**config.mk**
```make
export PLATFORM = sky130hd
export DESIGN_NAME = scan_timing
export DESIGN_NICKNAME = d
export VERILOG_FILES = /design/src/design/scope_pkg.sv /design/src/design/scan_timing.sv
export VERILOG_INCLUDE_DIRS = /design/src /design/src/include
export SDC_FILE = /design/constraint.sdc
export NUM_CORES = 1
export LEC_CHECK = 0
export BUFFER_PORTS_ARGS = -buffer_cell sky130_fd_sc_hd__buf_2
export CAP_MARGIN = 20
export CORE_MARGIN = 1
export CORE_UTILIZATION = 30
export DETAILED_ROUTE_END_ITERATION = 10
export GPL_ROUTABILITY_DRIVEN = 1
export HOLD_SLACK_MARGIN = 0.08
export SLEW_MARGIN = 20
export SYNTH_ARGS = -nofsm -noshare
export SYNTH_HDL_FRONTEND = slang
export SYNTH_SLANG_ARGS = --single-unit
```
**constraint.sdc**
```tcl
create_clock -name clk -period 2.6 [get_ports clk]
set_input_delay 0 -clock clk [delete_from_list [all_inputs] [get_ports clk]]
set_output_delay 0 -clock clk [all_outputs]
set_load 0.01 [all_outputs]
```
**src/include/scope_params.svh**
```systemverilog
`ifndef SCOPE_PARAMS_SVH
`define SCOPE_PARAMS_SVH

////////////////////
// Screen geometry
`define H_ACTIVE    800
`define HIST_DEPTH  1024
`define HIST_AW     10
`define COUNT_W     10

// Sample and trace widths
`define SAMPLE_W    12
`define TRACE_W     8
`define NUM_CH      4

////////////////////
// Trace layout, bands stack downwards from the first trace row
`define TRACE_TOP   224
`define BAND_STEP   32

// Vertical line where low x bits are all ones, horizontal where low y bits are zero
`define GRID_X_MASK 10'h03F
`define GRID_Y_MASK 10'h01F

// Address, memory read, colour mix
`define PIPE_LAT    3

////////////////////
// Colours
`define COL_CH0     24'hFFFFFF
`define COL_CH1     24'hFF0000
`define COL_CH2     24'h00FF00
`define COL_CH3     24'h0000FF
`define COL_GRID    24'h808080

`endif

```
**src/design/scope_pkg.sv**
```systemverilog
`default_nettype none

`include "scope_params.svh"

package scope_pkg;

	// One sample word per channel, channel 0 in the low bits
	typedef struct packed {
		logic [`NUM_CH-1:0][`SAMPLE_W-1:0] ch;
	} sample_set_t;

	// Stored column entry, upper bits of the frame extremes
	typedef struct packed {
		logic [`TRACE_W-1:0] min_val;
		logic [`TRACE_W-1:0] max_val;
	} span_t;

	// Pixel position and flags, aligned with the history read data
	// The read address runs one pixel ahead of the other fields
	typedef struct packed {
		logic [`COUNT_W-1:0] x;
		logic [`COUNT_W-1:0] y;
		logic [`HIST_AW-1:0] raddr;
		logic in_win;
		logic grid;
	} scan_t;

	typedef struct packed {
		logic [7:0] red;
		logic [7:0] green;
		logic [7:0] blue;
	} rgb_t;

endpackage

`default_nettype wire

```
**src/design/scan_timing.sv**
```systemverilog
`timescale 1ns/1ps
`default_nettype none

`include "scope_params.svh"

module scan_timing (
	input logic clk,
	input logic reset,
	input logic blank,
	input logic vsync,
	output logic frame_start,
	output logic hist_we,
	output logic [`HIST_AW-1:0] hist_waddr,
	output scope_pkg::scan_t scan
);

	// Newest column sits at the right edge of the screen
	localparam logic [`HIST_AW-1:0] RD_BACK = `HIST_AW'(`H_ACTIVE - 1);
	localparam logic [`COUNT_W-1:0] WIN_TOP = `COUNT_W'(`TRACE_TOP);

	logic vsync_d;
	logic blank_d;
	logic [`COUNT_W-1:0] x_cnt;
	logic [`COUNT_W-1:0] y_cnt;

	// Stage one, in step with the read address
	logic [`HIST_AW-1:0] rd_addr;
	logic [`COUNT_W-1:0] x_p1;
	logic [`COUNT_W-1:0] y_p1;
	logic win_p1;
	logic grid_p1;

	// Stage two, in step with the memory output
	logic [`COUNT_W-1:0] x_p2;
	logic [`COUNT_W-1:0] y_p2;
	logic win_p2;
	logic grid_p2;

	////////////////////
	// Frame events and history write address
	always_ff @(posedge clk) begin
		if (reset) begin
			vsync_d <= 1'b0;
			frame_start <= 1'b0;
			hist_we <= 1'b0;
			hist_waddr <= RD_BACK;
		end else begin
			vsync_d <= vsync;
			frame_start <= vsync && !vsync_d;
			hist_we <= !vsync && vsync_d;
			// Address moves with the write strobe, wraps at the memory depth
			if (!vsync && vsync_d) begin
				hist_waddr <= hist_waddr + 1'b1;
			end
		end
	end

	////////////////////
	// Pixel and line counters
	always_ff @(posedge clk) begin
		if (reset) begin
			blank_d <= 1'b0;
			x_cnt <= '0;
			y_cnt <= '0;
		end else begin
			blank_d <= blank;
			x_cnt <= blank ? '0 : x_cnt + 1'b1;
			if (vsync) begin
				y_cnt <= '0;
			end else if (blank && !blank_d) begin
				y_cnt <= y_cnt + 1'b1;
			end
		end
	end

	////////////////////
	// Scrolling read address and delayed pixel flags
	always_ff @(posedge clk) begin
		rd_addr <= hist_waddr - RD_BACK + x_cnt;
		x_p1 <= x_cnt;
		y_p1 <= y_cnt;
		win_p1 <= y_cnt >= WIN_TOP;
		grid_p1 <= ((x_cnt & `GRID_X_MASK) == `GRID_X_MASK) || ((y_cnt & `GRID_Y_MASK) == '0);
		x_p2 <= x_p1;
		y_p2 <= y_p1;
		win_p2 <= win_p1;
		grid_p2 <= grid_p1;
	end

	assign scan = '{x: x_p2, y: y_p2, raddr: rd_addr, in_win: win_p2, grid: grid_p2};

	// A frame never closes in the cycle the next one opens
	assert property (@(posedge clk) disable iff (reset) !(hist_we && frame_start));

endmodule

`default_nettype wire

```
==> impl_metrics.ini <==
[clock_tree]
htreeDepth = 3
clockBufferDepth = 2
cts_hold_buf = 5
cts_tree = done
clk_pin_slew_worst_paths_ps = 80
cts_setup_buffers = 0
insertion_delay_ps = 350
cts_resized = 0
cts_buffers = 9
root_buffer = clkbuf_8
clock-sinks = 88

[final_layout]
areaGrowthSynthToFinish_pct = 20.5
finalNetCount = 360
antenna_cells = 0
drive_gt1_frac = 0.201
fillCellCount = 982

[yosys]
synthXorXnorAreaFrac = 0.0843
synthArstFlopShare = 0
yosys.area.top_type = dfxtp_1
synthAdderAreaFrac = 0.0939
avgSynthCellArea_sq_um = 10.9
ys_seq_elements = 88
yosys.area.top_type_share = 0.585
synthDistinctLibCells = 38
synthTopCellsByCount = dfxtp_1, nor2_1, inv_1, ha_1, xnor2_1
yosysMostFrequentCell = dfxtp_1
ys_warn_count = 0
synth_top_cells_by_area = dfxtp_1, ha_1, xnor2_1
synth_top_family_by_area = simple AND/OR/NAND/NOR gates
yosysSeqAreaShare = 0.585
synthCells = 277
syn_nets = 303
synth_edf_count = 0
synth_compound_area_frac = 0.0561
netlist_area_sq_um = 3010
synth-simple-area-share = 0.142
synth_ff_type = dfxtp_1
yosys-mux-area-fraction = 0

[placed_design]
post-dp-hpwl_um = 3950
io_buffers = 47
place_congestion = 0.869
place_worst_setup_slack_ps = 637

[critical_path]
rrSetupSlack_ps = 620
path_class = reg2reg
timing.rr.start = hist_waddr[1]$_SDFFE_PP1P_
cpMostUsedCell = ha_1
arrival_ps = 2270
cp_cell_sequence = ha_1 > ha_1 > fa_1 > a31o_2 > a31oi_1 > xnor2_1
critPathBufInv = 0
cp_slowest_cell = dfxtp_1
max_stage_delay_ps = 410
worst_setup_path_end_kind = register
critPathRequiredTime_ps = 2880
r2r_end = rd_addr[7]$_DFF_P_
cp_max_fo = 5
worstSetupStartpointType = register
crit_family = adder cells
rr_worst_depth = 6

[sta]
setup_slack_ps = 615
final.setup_skew_ps = 10.1
fmax_mhz = 504
rsz0062_at_grt = no
fin_crit_sh = 0.763
fin_setup_tns_ps = 0
fin_crit_ps = 1980
setup_viol = 0
report.final.slew_viol_count = 0
slew_headroom = 0.784
worst_pin_slew_ps = 321
hold_viol_final = 0

[die]
die_y_um = 102
fp.dieArea_sq_um = 10400
core_area_sq_um = 9770
die_x_um = 102
num_rows = 36
io_pins = 48
start_util = 0.308

[global_route]
grt-ovfl-total = 0
grt_pass1_vias = 1774
antenna_found_initial = 0
grt_max_degree = 16
grt_first_pass_wirelength_um = 8470
track_usage = 0.111

[job]
maxCapViolCount = 0

[worst_hold_path]
hold_path_depth = 0
hp-start = y_p1[7]$_DFF_P_
worst_hold_path.endpoint = y_p2[7]$_DFF_P_
hold_path_class = reg2reg

[power_and_ir_drop]
vdd_ir_drop_max_v = 0.000300
p_sw_frac = 0.239
power.internal_mw = 1.95
switchingPower_mw = 0.614
comb_power_share = 0.085
p_per_area_nw_per_um2 = 707
clockPowerShare = 0.359
power_frac_seq = 0.556
p_leak_nw = 1.55

[outcome]
status = complete, no violations

[drt]
vias = 1960
first_iter_violations = 45
first_pass_iters = 4
wl_per_cell_um = 11.2
routed_wl_um = 5280
routed_via_density = 4.15
ant_nets = 0
post-route-drc-count = 0
==> state kept, by name, indices dropped and copies added (netlist names), 10 cells and up <==
register    count
x_cnt          10
y_p1           10
y_cnt          10
rd_addr        10
y_p2           10
hist_waddr     10
x_p2           10
x_p1           10
==> worst register-to-register path: stages, from the launching register on <==
cell and delay, ps:
dfxtp_1 410, ha_1 260, ha_1 230, fa_1 410
a31o_2 280, a31oi_1 210, xnor2_1 130
==> power groups by stage <==
stage | clock (mW) | combinational, mW | sequential [mW]
after floorplan | 0 | 0.113 | 1.48
after global routing | 1.02 | 0.244 | 1.43
after global placement | 0 | 0.216 | 1.46
after CTS | 0.953 | 0.224 | 1.43
final | 0.920 | 0.219 | 1.43
after detailed placement | 0 | 0.217 | 1.46
==> logic make-up after synthesis <==
logic type	after synthesis
DFF	88
and+or+nand+nor	83
xor gates and xnor gates	29
buffers and inverters	29
AOI/OAI and AO/OA	26
adders and majority gates	22
==> cell type report <==
| type | instances | area (sq um) | area share |
|---|---|---|---|
| clock buffer | 10 | 128 | 0.0352 |
| timing repair buffer | 52 | 285 | 0.0786 |
| clock inverter | 6 | 67.6 | 0.0186 |
| multi-input combinational | 160 | 1130 | 0.313 |
| sequential | 88 | 1760 | 0.485 |
| tap | 133 | 166 | 0.0458 |
| inverter | 23 | 86.3 | 0.0238 |
==> cells in the final DEF (no fill, tap or decap), drive strengths merged, types with 3 or more instances in the layout <==
cell,synthesis,layout
a21oi,8,8
inv,23,24
nand2b,4,4
nand4,8,8
buf,2,47
and2,3,3
dlygate4sd3,0,5
xor2,8,8
nor3,7,7
o21ai,4,4
nor2b,5,5
nand3,4,4
nor2,24,24
dfxtp,88,88
xnor2,21,21
nand2,14,14
ha,21,21
clkbuf,4,10
a21o,4,4
==> routing by layer <==
layer / global-route usage / up-vias / share of wire
met5: 0 / - / 0
met4: 0.0659 / 0 / 0.023
met3: 0.0390 / 10 / 0.050
met2: 0.158 / 40 / 0.43
met1: 0.143 / 881 / 0.49
li1: - / 1029 / -
==> worst max path at each step <==
stage | slack, ps | end | cells past startpoint | from
after floorplan | 700 | rd_addr[7]$_DFF_P_ | 6 | hist_waddr[1]$_SDFFE_PP1P_
after global placement | 670 | rd_addr[7]$_DFF_P_ | 6 | hist_waddr[1]$_SDFFE_PP1P_
after detailed placement | 640 | rd_addr[7]$_DFF_P_ | 6 | hist_waddr[1]$_SDFFE_PP1P_
after CTS | 610 | rd_addr[7]$_DFF_P_ | 6 | hist_waddr[1]$_SDFFE_PP1P_
after global routing | 520 | rd_addr[9]$_DFF_P_ | 8 | hist_waddr[6]$_SDFFE_PP0P_
final | 620 | rd_addr[7]$_DFF_P_ | 6 | hist_waddr[1]$_SDFFE_PP1P_
==> per-stage QoR <==
step	util	total power, mW	std cells	hold WS [ps]	instance area (sq um)
after detailed placement	0.346	1.68	451	263	3380
after floorplan	-	1.59	277	79.1	3010
after CTS	0.371	2.61	472	331	3630
after global placement	0.346	1.68	451	258	3380
final	0.371	2.57	472	330	3630
after global routing	0.371	2.70	472	337	3630
(Power assumes the default switching activity.)
