## config.mk

```make
export PLATFORM = sky130hd
export DESIGN_NAME = pixel_mixer
export DESIGN_NICKNAME = d
export VERILOG_FILES = /design/src/design/scope_pkg.sv /design/src/design/pixel_mixer.sv
export VERILOG_INCLUDE_DIRS = /design/src /design/src/include
export SDC_FILE = /design/constraint.sdc
export NUM_CORES = 1
export LEC_CHECK = 0
export ABC_AREA = 1
export BUFFER_PORTS_ARGS = -buffer_cell sky130_fd_sc_hd__clkbuf_2
export CORE_UTILIZATION = 27
export DETAILED_ROUTE_END_ITERATION = 10
export PLACE_DENSITY = 0.91
export SYNTH_ARGS = -nofsm -noshare
export SYNTH_HDL_FRONTEND = slang
export SYNTH_SLANG_ARGS = --single-unit
```

## constraint.sdc

```tcl
create_clock -name clk -period 2.1 [get_ports clk]
set_clock_uncertainty 0.15 [all_clocks]
set_input_delay 0.42 -clock clk [delete_from_list [all_inputs] [get_ports clk]]
set_output_delay 0.42 -clock clk [all_outputs]
set_load 0.01 [all_outputs]
```

## src/include/scope_params.svh

```systemverilog
`ifndef SCOPE_PARAMS_SVH
`define SCOPE_PARAMS_SVH

////////////////////
// Screen geometry
`define H_ACTIVE    800
`define HIST_DEPTH  1024
`define HIST_AW     10
`define COUNT_W     10

// Sample and trace widths
`define SAMPLE_W    12
`define TRACE_W     8
`define NUM_CH      4

////////////////////
// Trace layout, bands stack downwards from the first trace row
`define TRACE_TOP   224
`define BAND_STEP   32

// Vertical line where low x bits are all ones, horizontal where low y bits are zero
`define GRID_X_MASK 10'h03F
`define GRID_Y_MASK 10'h01F

// Address, memory read, colour mix
`define PIPE_LAT    3

////////////////////
// Colours
`define COL_CH0     24'hFFFFFF
`define COL_CH1     24'hFF0000
`define COL_CH2     24'h00FF00
`define COL_CH3     24'h0000FF
`define COL_GRID    24'h808080

`endif

```

## src/design/scope_pkg.sv

```systemverilog
`default_nettype none

`include "scope_params.svh"

package scope_pkg;

	// One sample word per channel, channel 0 in the low bits
	typedef struct packed {
		logic [`NUM_CH-1:0][`SAMPLE_W-1:0] ch;
	} sample_set_t;

	// Stored column entry, upper bits of the frame extremes
	typedef struct packed {
		logic [`TRACE_W-1:0] min_val;
		logic [`TRACE_W-1:0] max_val;
	} span_t;

	// Pixel position and flags, aligned with the history read data
	// The read address runs one pixel ahead of the other fields
	typedef struct packed {
		logic [`COUNT_W-1:0] x;
		logic [`COUNT_W-1:0] y;
		logic [`HIST_AW-1:0] raddr;
		logic in_win;
		logic grid;
	} scan_t;

	typedef struct packed {
		logic [7:0] red;
		logic [7:0] green;
		logic [7:0] blue;
	} rgb_t;

endpackage

`default_nettype wire

```

## src/design/pixel_mixer.sv

```systemverilog
`timescale 1ns/1ps
`default_nettype none

`include "scope_params.svh"

module pixel_mixer (
	input logic clk,
	input logic reset,
	input logic [`NUM_CH-1:0] hits,
	input scope_pkg::scan_t scan,
	output scope_pkg::rgb_t rgb
);

	////////////////////
	// Fixed priority with the lower channel on top and the grid underneath
	always_ff @(posedge clk) begin
		if (reset) begin
			rgb <= '0;
		end else if (hits[0]) begin
			rgb <= `COL_CH0;
		end else if (hits[1]) begin
			rgb <= `COL_CH1;
		end else if (hits[2]) begin
			rgb <= `COL_CH2;
		end else if (hits[3]) begin
			rgb <= `COL_CH3;
		end else if (scan.in_win && scan.grid) begin
			rgb <= `COL_GRID;
		end else begin
			rgb <= '0;
		end
	end

endmodule

`default_nettype wire

```

==> Implementation_results.wiki, run 1 <==
{| class="wikitable"
! Metric !! Value
|-
| CP max-delay cell || sky130_fd_sc_hd__dfxtp_1
|-
| Standby leakage power || 0.2601 nW
|-
| Rows || 12
|-
| Final antenna-violating net count || 0
|-
| Post-synthesis cell count || 44
|-
| DR iter-0 viols || 12
|-
| Die area || 1450 um2
|-
| First-pass GRT wire length || a little under 800 um
|-
| Power density relative to cell area || 730.9 nW/um2
|-
| Sort of element at the start of the critical path || flip-flop
|-
| Cts bufs inserted || 3
|-
| Vertical die dimension || 38.09 um
|-
| Crit path capture type || output pin
|-
| CTS tree || yes
|-
| Required time worst endpoint || around 1.5 ns
|-
| Largest register by flop count || rgb
|-
| Wire per inst || 7.162 um
|-
| Post-route fraction of the period consumed by the critical path || roughly two thirds
|-
| Number of buffers on the longest clock path || 2
|-
| CP Buf/Inv Count || 1
|-
| Cell count along the critical path || 1
|-
| Antenna diode count || 0
|-
| Post-CTS Setup Bufs || 0
|-
| Number of placed I/O pins || 62
|-
| Port Buffers || 31
|-
| Cells along the critical path || clkbuf_2
|-
| Yosys Warn Count || 0
|-
| Largest driver fanout on the critical path || 7
|-
| Post-synthesis instance area || approximately 350 um2
|-
| Cts repair resizes || 0
|-
| Hold Crit Class || input pin to flip-flop
|-
| Async SR Flop Fraction || 0%
|-
| Seq/Total Area, Yosys || 34.16%
|-
| Share of the synthesized area in the top cell type || about 38%
|-
| Die W || 38.09 um
|-
| Fraction of layout cells with a size suffix above 1 || between 60% and 70%
|-
| Detailed Route WL || 530 um
|-
| Via count of the first global-routing pass || 208
|-
| Peak clock frequency supported by timing || just over 700 MHz
|-
| Most common cell in the synthesized netlist || sky130_fd_sc_hd__buf_4
|-
| Top cells by instance count after synthesis || sky130_fd_sc_hd__buf_4 (18), sky130_fd_sc_hd__dfxtp_1 (6), sky130_fd_sc_hd__nand2_1 (6)
|-
| Tightest slew margin relative to the limit || 87.64%
|-
| Core ar. || 1156 um2
|-
| Number of nets produced by synthesis || 82
|-
| Mean number of vias per cell || just under 4
|-
| Clock transition at the registers of the reported paths || ~0.040 ns
|-
| Final estimated routing congestion in global placement || 0.7110
|-
| Total congestion overflow || 0
|-
| Largest registers || rgb: 6 flops
|-
| Flip-flop count of the largest register, all copies and words added || 6
|-
| Run status || finished clean
|-
| Count of unique library cells instantiated by Yosys || 10
|-
| Number of optimization iterations in the first detailed-route pass || 6
|-
| Count of max-cap constraint violations || 0
|-
| Worst-case vdd ir drop || approximately 0.00028 V
|-
| Worst setup path category || flip-flop to output pin
|-
| Worst path max stage delay || 0.40 ns
|-
| Sinks on the clock net || 6
|-
| Initial Utilization || 30.41%
|-
| Final HPWL from detailed placement || 455.4 um
|-
| Mapped Avg Cell Area || 7.991 um2
|-
| Hold-fix buffers at CTS || 0
|-
| Root Buffer Master || sky130_fd_sc_hd__clkbuf_4
|-
| Overall Global Routing Usage || a little under 9%
|-
| Transition at the pin with the smallest max-transition slack || about 0.19 ns
|-
| Count of vias placed by the detailed router || 291
|-
| Worst path arrival time || 0.81 ns
|-
| Number of enable flip-flop cells after synthesis || 0
|-
| Flip-flop and latch count after synthesis || 6
|-
| Critical Path Start || rgb[6]
|-
| Post-Place Cell Area || 389.1 um2
|-
| Area overhead of the layout relative to synthesis || 17.08%
|-
| Final Cell Area || between 400 and 500 um2
|-
| CP Capture Point || rgb[2]
|-
| Hold Startpoint || reset
|-
| Number of nets in the layout || 100
|-
| RSZ-0062 raised after global routing || no
|-
| Total of endpoints with negative setup slack in the final report || 0
|-
| Maximum number of pins on one net before global-route repair || 8
|-
| Clock period minus final worst setup slack || 1.380 ns
|-
| Total negative slack || 0 ns
|-
| Filler cells || between 100 and 150
|-
| Cell type with the largest total area after synthesis || sky130_fd_sc_hd__buf_4
|-
| Top Family by Delay on Critical Path || flip-flops
|-
| Most area-consuming cells after synthesis || sky130_fd_sc_hd__buf_4 (38%), sky130_fd_sc_hd__dfxtp_1 (34%), sky130_fd_sc_hd__nand2_1 (6.4%), sky130_fd_sc_hd__nand3_2 (5.7%), sky130_fd_sc_hd__nor2_1 (4.3%)
|-
| H-tree Lvls || 1
|-
| Dominant synthesized flop cell || sky130_fd_sc_hd__dfxtp_1
|-
| DR DRC count || 0
|-
| Hold Fails Final Rpt || 0
|-
| Antenna violations before repair || 0
|-
| Number of pins exceeding their max-slew limit in the final report || 0
|}
==> final cells by class <==
cell class              instances  area (um2)  area share (%)
repair buffers                 31       155.1           37.69
multi-input cells              17       85.08           20.67
inverters                       3       11.26           2.736
well taps                      14       17.52           4.255
flip-flops and latches          6       120.1           29.18
clock buffers                   3       22.52           5.471
==> report_power, final <==
group          leakage [nW]  internal [W]  switching, W   total, W
sequential           0.0504      0.000123    0.00000675   0.000130
clock                0.0138     0.0000644     0.0000379   0.000102
combinational         0.196     0.0000301     0.0000386  0.0000687
total                 0.260      0.000218     0.0000833   0.000301
==> per-layer routing <==
layer | vias to the layer above | global-route usage [%] | share of wire [%]
li1 | 150 | - | -
met1 | 114 | 7.092 | 37
met2 | 25 | 12.71 | 48
met3 | 2 | 4.070 | 12
met4 | 0 | 13.39 | 2.1
met5 | - | 0 | 0
==> cells by family (layout without fill, tap and decap cells) <==
family	count (synthesis)	in the layout	synth area share, %
buffers and inverters	21	37	41.64
flip-flops	6	6	34.17
AO/OA/AOI/OAI	1	1	1.422
AND/OR/NAND/NOR	16	16	22.78
==> placed cells by master (no fill, tap or decap) <==
master | synthesis | routed
sky130_fd_sc_hd__o21ai_0 | 1 | 1
sky130_fd_sc_hd__nand2_1 | 6 | 6
sky130_fd_sc_hd__nor2_1 | 4 | 4
sky130_fd_sc_hd__inv_1 | 3 | 3
sky130_fd_sc_hd__nand3_1 | 2 | 2
sky130_fd_sc_hd__clkbuf_2 | 0 | 31
sky130_fd_sc_hd__dfxtp_1 | 6 | 6
sky130_fd_sc_hd__nor2_2 | 1 | 1
sky130_fd_sc_hd__clkbuf_4 | 0 | 3
sky130_fd_sc_hd__nand3_2 | 2 | 2
sky130_fd_sc_hd__nand2_2 | 1 | 1
==> worst min-delay path by stage <==
stage              end  slack [ns]  depth (start not counted)
2_1_floorplan  rgb[22]        0.34                          1
3_3_place_gp   rgb[22]        0.51                          2
3_5_place_dp   rgb[22]        0.51                          2
4_1_cts        rgb[22]        0.25                          2
5_1_grt        rgb[22]        0.27                          2
6_report       rgb[22]        0.26                          2
==> metrics by stage <==
step	hold slack (ns)	util, %	worst slack [ns]	total power [W]	cells
finish	0.2571	35.61	0.7195	0.0003009	74
detailed placement	0.5059	33.66	0.9581	0.0002022	71
global placement	0.5086	33.66	0.9593	0.0002009	71
CTS	0.2524	35.61	0.6988	0.0003053	74
floorplan	0.3424	-	0.9332	0.0001937	44
global route	0.2712	35.61	0.6331	0.0003257	74
Power figures use the tool's default switching activity.
==> run 2, diff against run 1 <==
Settings changed: ABC_AREA 1 to 0, CORE_UTILIZATION 27 to 22, PLACE_DENSITY 0.91 to 0.83.
Clock period 2.1 ns to 1.1 ns, I/O delays scaled along.
==> Implementation_results.wiki, run 2 <==
{| class="wikitable"
! Metric !! Value
|-
| Run status || finished clean
|-
| Cell type with the largest total area after synthesis || sky130_fd_sc_hd__buf_4
|-
| Cells along the critical path || buf_4
|-
| Count of max-cap constraint violations || 0
|-
| Hold Fails Final Rpt || 0
|-
| Tightest slew margin relative to the limit || 87.89%
|-
| Util after Layout || a little under a third
|-
| Worst path max stage delay || ~0.35 ns
|-
| Transition at the pin with the smallest max-transition slack || 0.1816 ns
|-
| Required time worst endpoint || 0.73 ns
|-
| Maximum number of pins on one net before global-route repair || 8
|-
| Most area-consuming cells after synthesis || sky130_fd_sc_hd__buf_4 (41%), sky130_fd_sc_hd__dfxtp_1 (37%), sky130_fd_sc_hd__nor2_1 (6.9%), sky130_fd_sc_hd__a21oi_1 (4.6%), sky130_fd_sc_hd__o22ai_1 (3.8%)
|-
| Fraction of layout cells with a size suffix above 1 || 69.09%
|-
| Standby leakage power || between 0.2 and 0.25 nW
|-
| Cts repair resizes || 6
|-
| Largest driver fanout on the critical path || 7
|-
| Top cells by instance count after synthesis || sky130_fd_sc_hd__buf_4 (18), sky130_fd_sc_hd__dfxtp_1 (6), sky130_fd_sc_hd__nor2_1 (6)
|-
| CP max-delay cell || sky130_fd_sc_hd__dfxtp_4
|-
| Worst-case vdd ir drop || 0.0003180 V
|-
| Share of the synthesized area in the top cell type || 41.22%
|-
| Largest registers || rgb: 6 flops
|-
| Initial Utilization || 24.28%
|-
| Number of nets in the layout || 95
|-
| Sort of element at the start of the critical path || flip-flop
|-
| Final worst hold slack || 0.05277 ns
|-
| Multiplexer area fraction after synthesis || 0%
|-
| Hold Crit Class || input pin to flip-flop
|-
| Antenna diode count || 0
|-
| DR DRC count || 0
|-
| Worst path arrival time || 0.73 ns
|-
| Post-route fraction of the period consumed by the critical path || between 90% and 100%
|-
| Xor-xnor portion of the synthesized cell area || 0%
|-
| Flip-flop and latch count after synthesis || 6
|-
| Total congestion overflow || 0
|-
| Number of buffers on the longest clock path || 2
|-
| Final antenna-violating net count || 0
|-
| Dominant synthesized flop cell || sky130_fd_sc_hd__dfxtp_1
|-
| Final HPWL from detailed placement || approximately 460 um
|-
| Crit path capture type || output pin
|-
| Number of optimization iterations in the first detailed-route pass || 1
|-
| Compound-gate portion of the synthesized area || between 10% and 20%
|-
| Seq/Total Area, Yosys || approximately 37%
|-
| Cts bufs inserted || 3
|-
| Flip-flop count of the largest register, all copies and words added || 6
|-
| Die area || 1648 um2
|-
| Number of placed I/O pins || between 60 and 70
|-
| RSZ-0062 raised after global routing || yes
|-
| Total of endpoints with negative setup slack in the final report || 0
|-
| Adder and majority gate portion of the synthesized area || 0%
|-
| Number of enable flip-flop cells after synthesis || 0
|-
| Count of vias placed by the detailed router || 270
|-
| Most common library cell in the layout ignoring fill and taps || sky130_fd_sc_hd__buf_2
|-
| CP Buf/Inv Count || 1
|-
| Rows || 13
|-
| Filler cells || roughly 140
|-
| H-tree Lvls || 1
|-
| Mapped Avg Cell Area || about 8.4 um2
|-
| Die W || ~40 um
|-
| Number of pins exceeding their max-slew limit in the final report || 0
|-
| Core ar. || 1350 um2
|-
| Post-synthesis cell count || 39
|-
| Mean number of vias per cell || between 3 and 4
|-
| Detailed Route WL || 534 um
|-
| Number of nets produced by synthesis || 77
|-
| Area overhead of the layout relative to synthesis || 29.01%
|-
| Clock period minus final worst setup slack || 1.097 ns
|-
| Peak clock frequency supported by timing || 911.3 MHz
|-
| Async SR Flop Fraction || 0%
|-
| Hold-fix buffers at CTS || 0
|-
| Power density relative to cell area || 1350 nW/um2
|-
| CTS tree || yes
|-
| Port Buffers || 31
|-
| Final estimated routing congestion in global placement || roughly 0.63
|-
| Wire per inst || 7.629 um
|-
| First-pass GRT wire length || 765 um
|-
| Overall Global Routing Usage || slightly below 8%
|-
| Yosys Warn Count || 0
|-
| Antenna violations before repair || 0
|-
| Top Family by Delay on Critical Path || flip-flops
|-
| DR iter-0 viols || 0
|-
| Post-synthesis instance area || 327.8 um2
|-
| Combinational family with the most area after synthesis || buffers and inverters
|-
| Most common cell in the synthesized netlist || sky130_fd_sc_hd__buf_4
|-
| Via count of the first global-routing pass || 213
|-
| Post-CTS Setup Bufs || 0
|-
| Worst setup path category || flip-flop to output pin
|-
| Root Buffer Master || sky130_fd_sc_hd__clkbuf_4
|-
| Largest register by flop count || rgb
|-
| Vertical die dimension || about 41 um
|-
| Synthesized-area fraction occupied by and/or/nand/nor cells || 10.31%
|-
| Sinks on the clock net || 6
|-
| Clock transition at the registers of the reported paths || ~0.04 ns
|-
| Commonest cells after routing, fill and taps aside || sky130_fd_sc_hd__buf_2 (15), sky130_fd_sc_hd__clkbuf_2 (10), sky130_fd_sc_hd__nor2_1 (6)
|-
| Count of unique library cells instantiated by Yosys || 9
|}
[run 2: cell types whose count changed after synthesis]
cell and change:
sky130_fd_sc_hd__nor2_1 +2, sky130_fd_sc_hd__nand3_1 -1, sky130_fd_sc_hd__a21o_1 +1, sky130_fd_sc_hd__o22ai_1 +2, sky130_fd_sc_hd__nand2_2 -1, sky130_fd_sc_hd__a21oi_1 +3
sky130_fd_sc_hd__inv_1 -2, sky130_fd_sc_hd__nand2_1 -6, sky130_fd_sc_hd__o21ai_0 -1, sky130_fd_sc_hd__nand3_2 -2
[run 2: routing by layer]
layer / track usage, % / vias up / wire length [um]
met2: 11.11 / 22 / 278
met3: 3.333 / 0 / 51
met4: 10.00 / 0 / 0
met1: 7.285 / 107 / 204
met5: 0 / - / 0
li1: - / 141 / -
[run 2: power by group]
part,internal [W],total (W),leakage [nW],switching [W]
Clock,0.000123,0.000193,0.0138,0.0000698
Sequential,0.000232,0.000243,0.0518,0.0000117
Combinational,0.0000663,0.000135,0.175,0.0000687
[run 2: final timing paths]
kind,start,end,slack (ns),depth (start not counted)
setup / recovery,rgb[6],rgb[2],0.003,1
hold / removal,hits[2],rgb[23],0.05,2
[run 2: through the flow]
stage          std cells  area (um2)  total power [W]  worst slack [ns]  setup TNS [ns]
3_5_place_dp          67       366.6        0.0003751            0.1566               0
5_1_grt               70       422.9        0.0006128          -0.04731         -0.7284
3_3_place_gp          67       366.6        0.0003730            0.1675               0
6_report              70       422.9        0.0005710          0.002630               0
2_1_floorplan         39       327.8        0.0003559            0.1332               0
4_1_cts               70       400.4        0.0005746          -0.01575         -0.2309
[run 2: cell families (layout without fill, tap and decap cells)]
| group | Yosys count | after routing |
|---|---|---|
| buf+inv | 19 | 35 |
| flops | 6 | 6 |
| compound gates | 6 | 6 |
| simple gates | 8 | 8 |
[run 2: cell type report]
cell class	count	area, um2	share of cell area [%]
sequential	6	131.4	31.07
inverter	1	3.754	0.8876
tap	15	18.77	4.438
clock buffer	3	22.52	5.325
multi-input combinational	14	68.82	16.27
timing repair buffer	31	177.7	42.01
==> run 3, diff against run 2 <==
Settings changed: PLACE_DENSITY 0.83 to 0.73.
==> Implementation_results.wiki, run 3 (synthesis results as in run 2) <==
{| class="wikitable"
! Metric !! Value
|-
| Total Power || 0.0005872 W
|-
| Wire per inst || around 8.4 um
|-
| Hold Fails Final Rpt || 0
|-
| Worst path arrival time || 0.75 ns
|-
| Area overhead of the layout relative to synthesis || 35.88%
|-
| Endpoint, Worst Hold || rgb[23]
|-
| Mean number of vias per cell || slightly above 4
|-
| Cts bufs inserted || 3
|-
| Post-CTS Setup Bufs || 0
|-
| Final HPWL from detailed placement || 453.2 um
|-
| Port Buffers || 31
|-
| Total negative slack || -0.1419 ns
|-
| Antenna violations before repair || 0
|-
| CP Buf/Inv Count || 1
|-
| Transition at the pin with the smallest max-transition slack || 0.1960 ns
|-
| Post-Place Cell Area || 366.6 um2
|-
| Number of cells on the worst hold path || 2
|-
| Required time worst endpoint || around 0.73 ns
|-
| Number of buffers on the longest clock path || 2
|-
| CP max-delay cell || sky130_fd_sc_hd__dfxtp_4
|-
| RSZ-0062 raised after global routing || yes
|-
| Crit path capture type || output pin
|-
| Number of nets in the layout || 95
|-
| Hold Startpoint || hits[2]
|-
| Count of vias placed by the detailed router || between 200 and 300
|-
| Post-route fraction of the period consumed by the critical path || 101.5%
|-
| Overall Global Routing Usage || 8.419%
|-
| Violations in the final reports || setup timing
|-
| Sort of element at the start of the critical path || flip-flop
|-
| Filler cells || about 150
|-
| Clock transition at the registers of the reported paths || 0.05 ns
|-
| Hold-fix buffers at CTS || 0
|-
| First-pass GRT wire length || 807 um
|-
| Worst setup path category || flip-flop to output pin
|-
| Total congestion overflow || 0
|-
| DR iter-0 viols || 6
|-
| Largest registers || rgb: 6 flops
|-
| Initial Utilization || between 20 and 25%
|-
| Final antenna-violating net count || 0
|-
| Clock period minus final worst setup slack || 1.116 ns
|-
| Die W || between 40 and 50 um
|-
| Standby leakage power || 0.2467 nW
|-
| Power density relative to cell area || roughly 1300 nW/um2
|-
| Hold Crit Class || input pin to flip-flop
|-
| Die area || ~1600 um2
|-
| Number of placed I/O pins || 62
|-
| H-tree Lvls || 1
|-
| Tightest slew margin relative to the limit || 86.93%
|-
| Number of optimization iterations in the first detailed-route pass || 3
|-
| CTS tree || yes
|-
| Setup slack after layout || -0.01616 ns
|-
| Sinks on the clock net || 6
|-
| DR DRC count || 0
|-
| Antenna diode count || 0
|-
| Worst-case vdd ir drop || 0.0004097 V
|-
| Final estimated routing congestion in global placement || 0.7286
|-
| Most common library cell in the layout ignoring fill and taps || sky130_fd_sc_hd__buf_2
|-
| Final Cell Area || roughly 450 um2
|-
| Run status || finished with violations
|-
| Vertical die dimension || 40.60 um
|-
| Detailed Route WL || 590 um
|-
| Total of endpoints with negative setup slack in the final report || 15
|-
| Flip-flop count of the largest register, all copies and words added || 6
|-
| Cells along the critical path || buf_2
|-
| Top Family by Delay on Critical Path || flip-flops
|-
| Most Used Layer, Global Route || met2
|-
| Largest driver fanout on the critical path || 7
|-
| Root Buffer Master || sky130_fd_sc_hd__clkbuf_4
|-
| Worst path max stage delay || ~0.37 ns
|-
| Core ar. || about 1400 um2
|-
| Maximum number of pins on one net before global-route repair || 8
|-
| Grt met1 use || 6.601%
|-
| Count of max-cap constraint violations || 0
|-
| Largest register by flop count || rgb
|-
| Fraction of layout cells with a size suffix above 1 || a little under 70%
|-
| Commonest cells after routing, fill and taps aside || sky130_fd_sc_hd__buf_2 (12), sky130_fd_sc_hd__clkbuf_2 (10), sky130_fd_sc_hd__nor2_1 (6), sky130_fd_sc_hd__buf_6 (6)
|-
| Met3 GRT Util || 3.889%
|-
| Number of pins exceeding their max-slew limit in the final report || 0
|-
| Peak clock frequency supported by timing || 895.9 MHz
|-
| Met2 demand-to-capacity share in global routing || 12.70%
|-
| Rows || 13
|-
| Via count of the first global-routing pass || between 200 and 250
|}
-- run 3: layer usage --
| layer | vias up | wire (um) |
|---|---|---|
| met5 | - | 0 |
| met4 | 0 | 17 |
| met3 | 2 | 49 |
| met2 | 25 | 297 |
| met1 | 116 | 226 |
| li1 | 139 | - |
-- run 3: worst max-delay path by stage --
stage / slack (ns) / cells after the start / to / startpoint
6_report: -0.02 / 1 / rgb[13] / rgb[14]
5_1_grt: -0.07 / 1 / rgb[19] / rgb[22]
4_1_cts: -0.02 / 1 / rgb[20] / rgb[22]
3_5_place_dp: 0.15 / 1 / rgb[20] / rgb[22]
3_3_place_gp: 0.17 / 4 / rgb[7] / scan[1]
2_1_floorplan: 0.13 / 1 / rgb[10] / rgb[14]
-- run 3: power breakdown --
part           switching [W]  internal, W
sequential         0.0000142     0.000232
clock              0.0000735     0.000123
combinational      0.0000693    0.0000754
total               0.000157     0.000430
-- run 3: what timing repair did --
action,in CTS,in global routing
resized for setup,6,31
cloned,0,0
setup endpoints to repair,21,21
-- run 3: stage by stage --
step	utilization (%)	hold slack [ns]	setup WS, ns	instances
final	32.99	0.05110	-0.01616	70
after global routing	32.99	0.04899	-0.07143	70
after CTS	29.66	0.04609	-0.01638	70
after detailed placement	27.15	0.3009	0.1547	67
after global placement	27.15	0.2999	0.1686	67
after floorplan	-	0.1424	0.1332	39
-- run 3: final cells by class --
class	count	area, um2	share of cell area [%]
well taps	15	18.77	4.213
clock buffers	3	22.52	5.056
flip-flops and latches	6	131.4	29.49
inverters	1	3.754	0.8427
repair buffers	31	200.2	44.94
multi-input cells	14	68.82	15.45
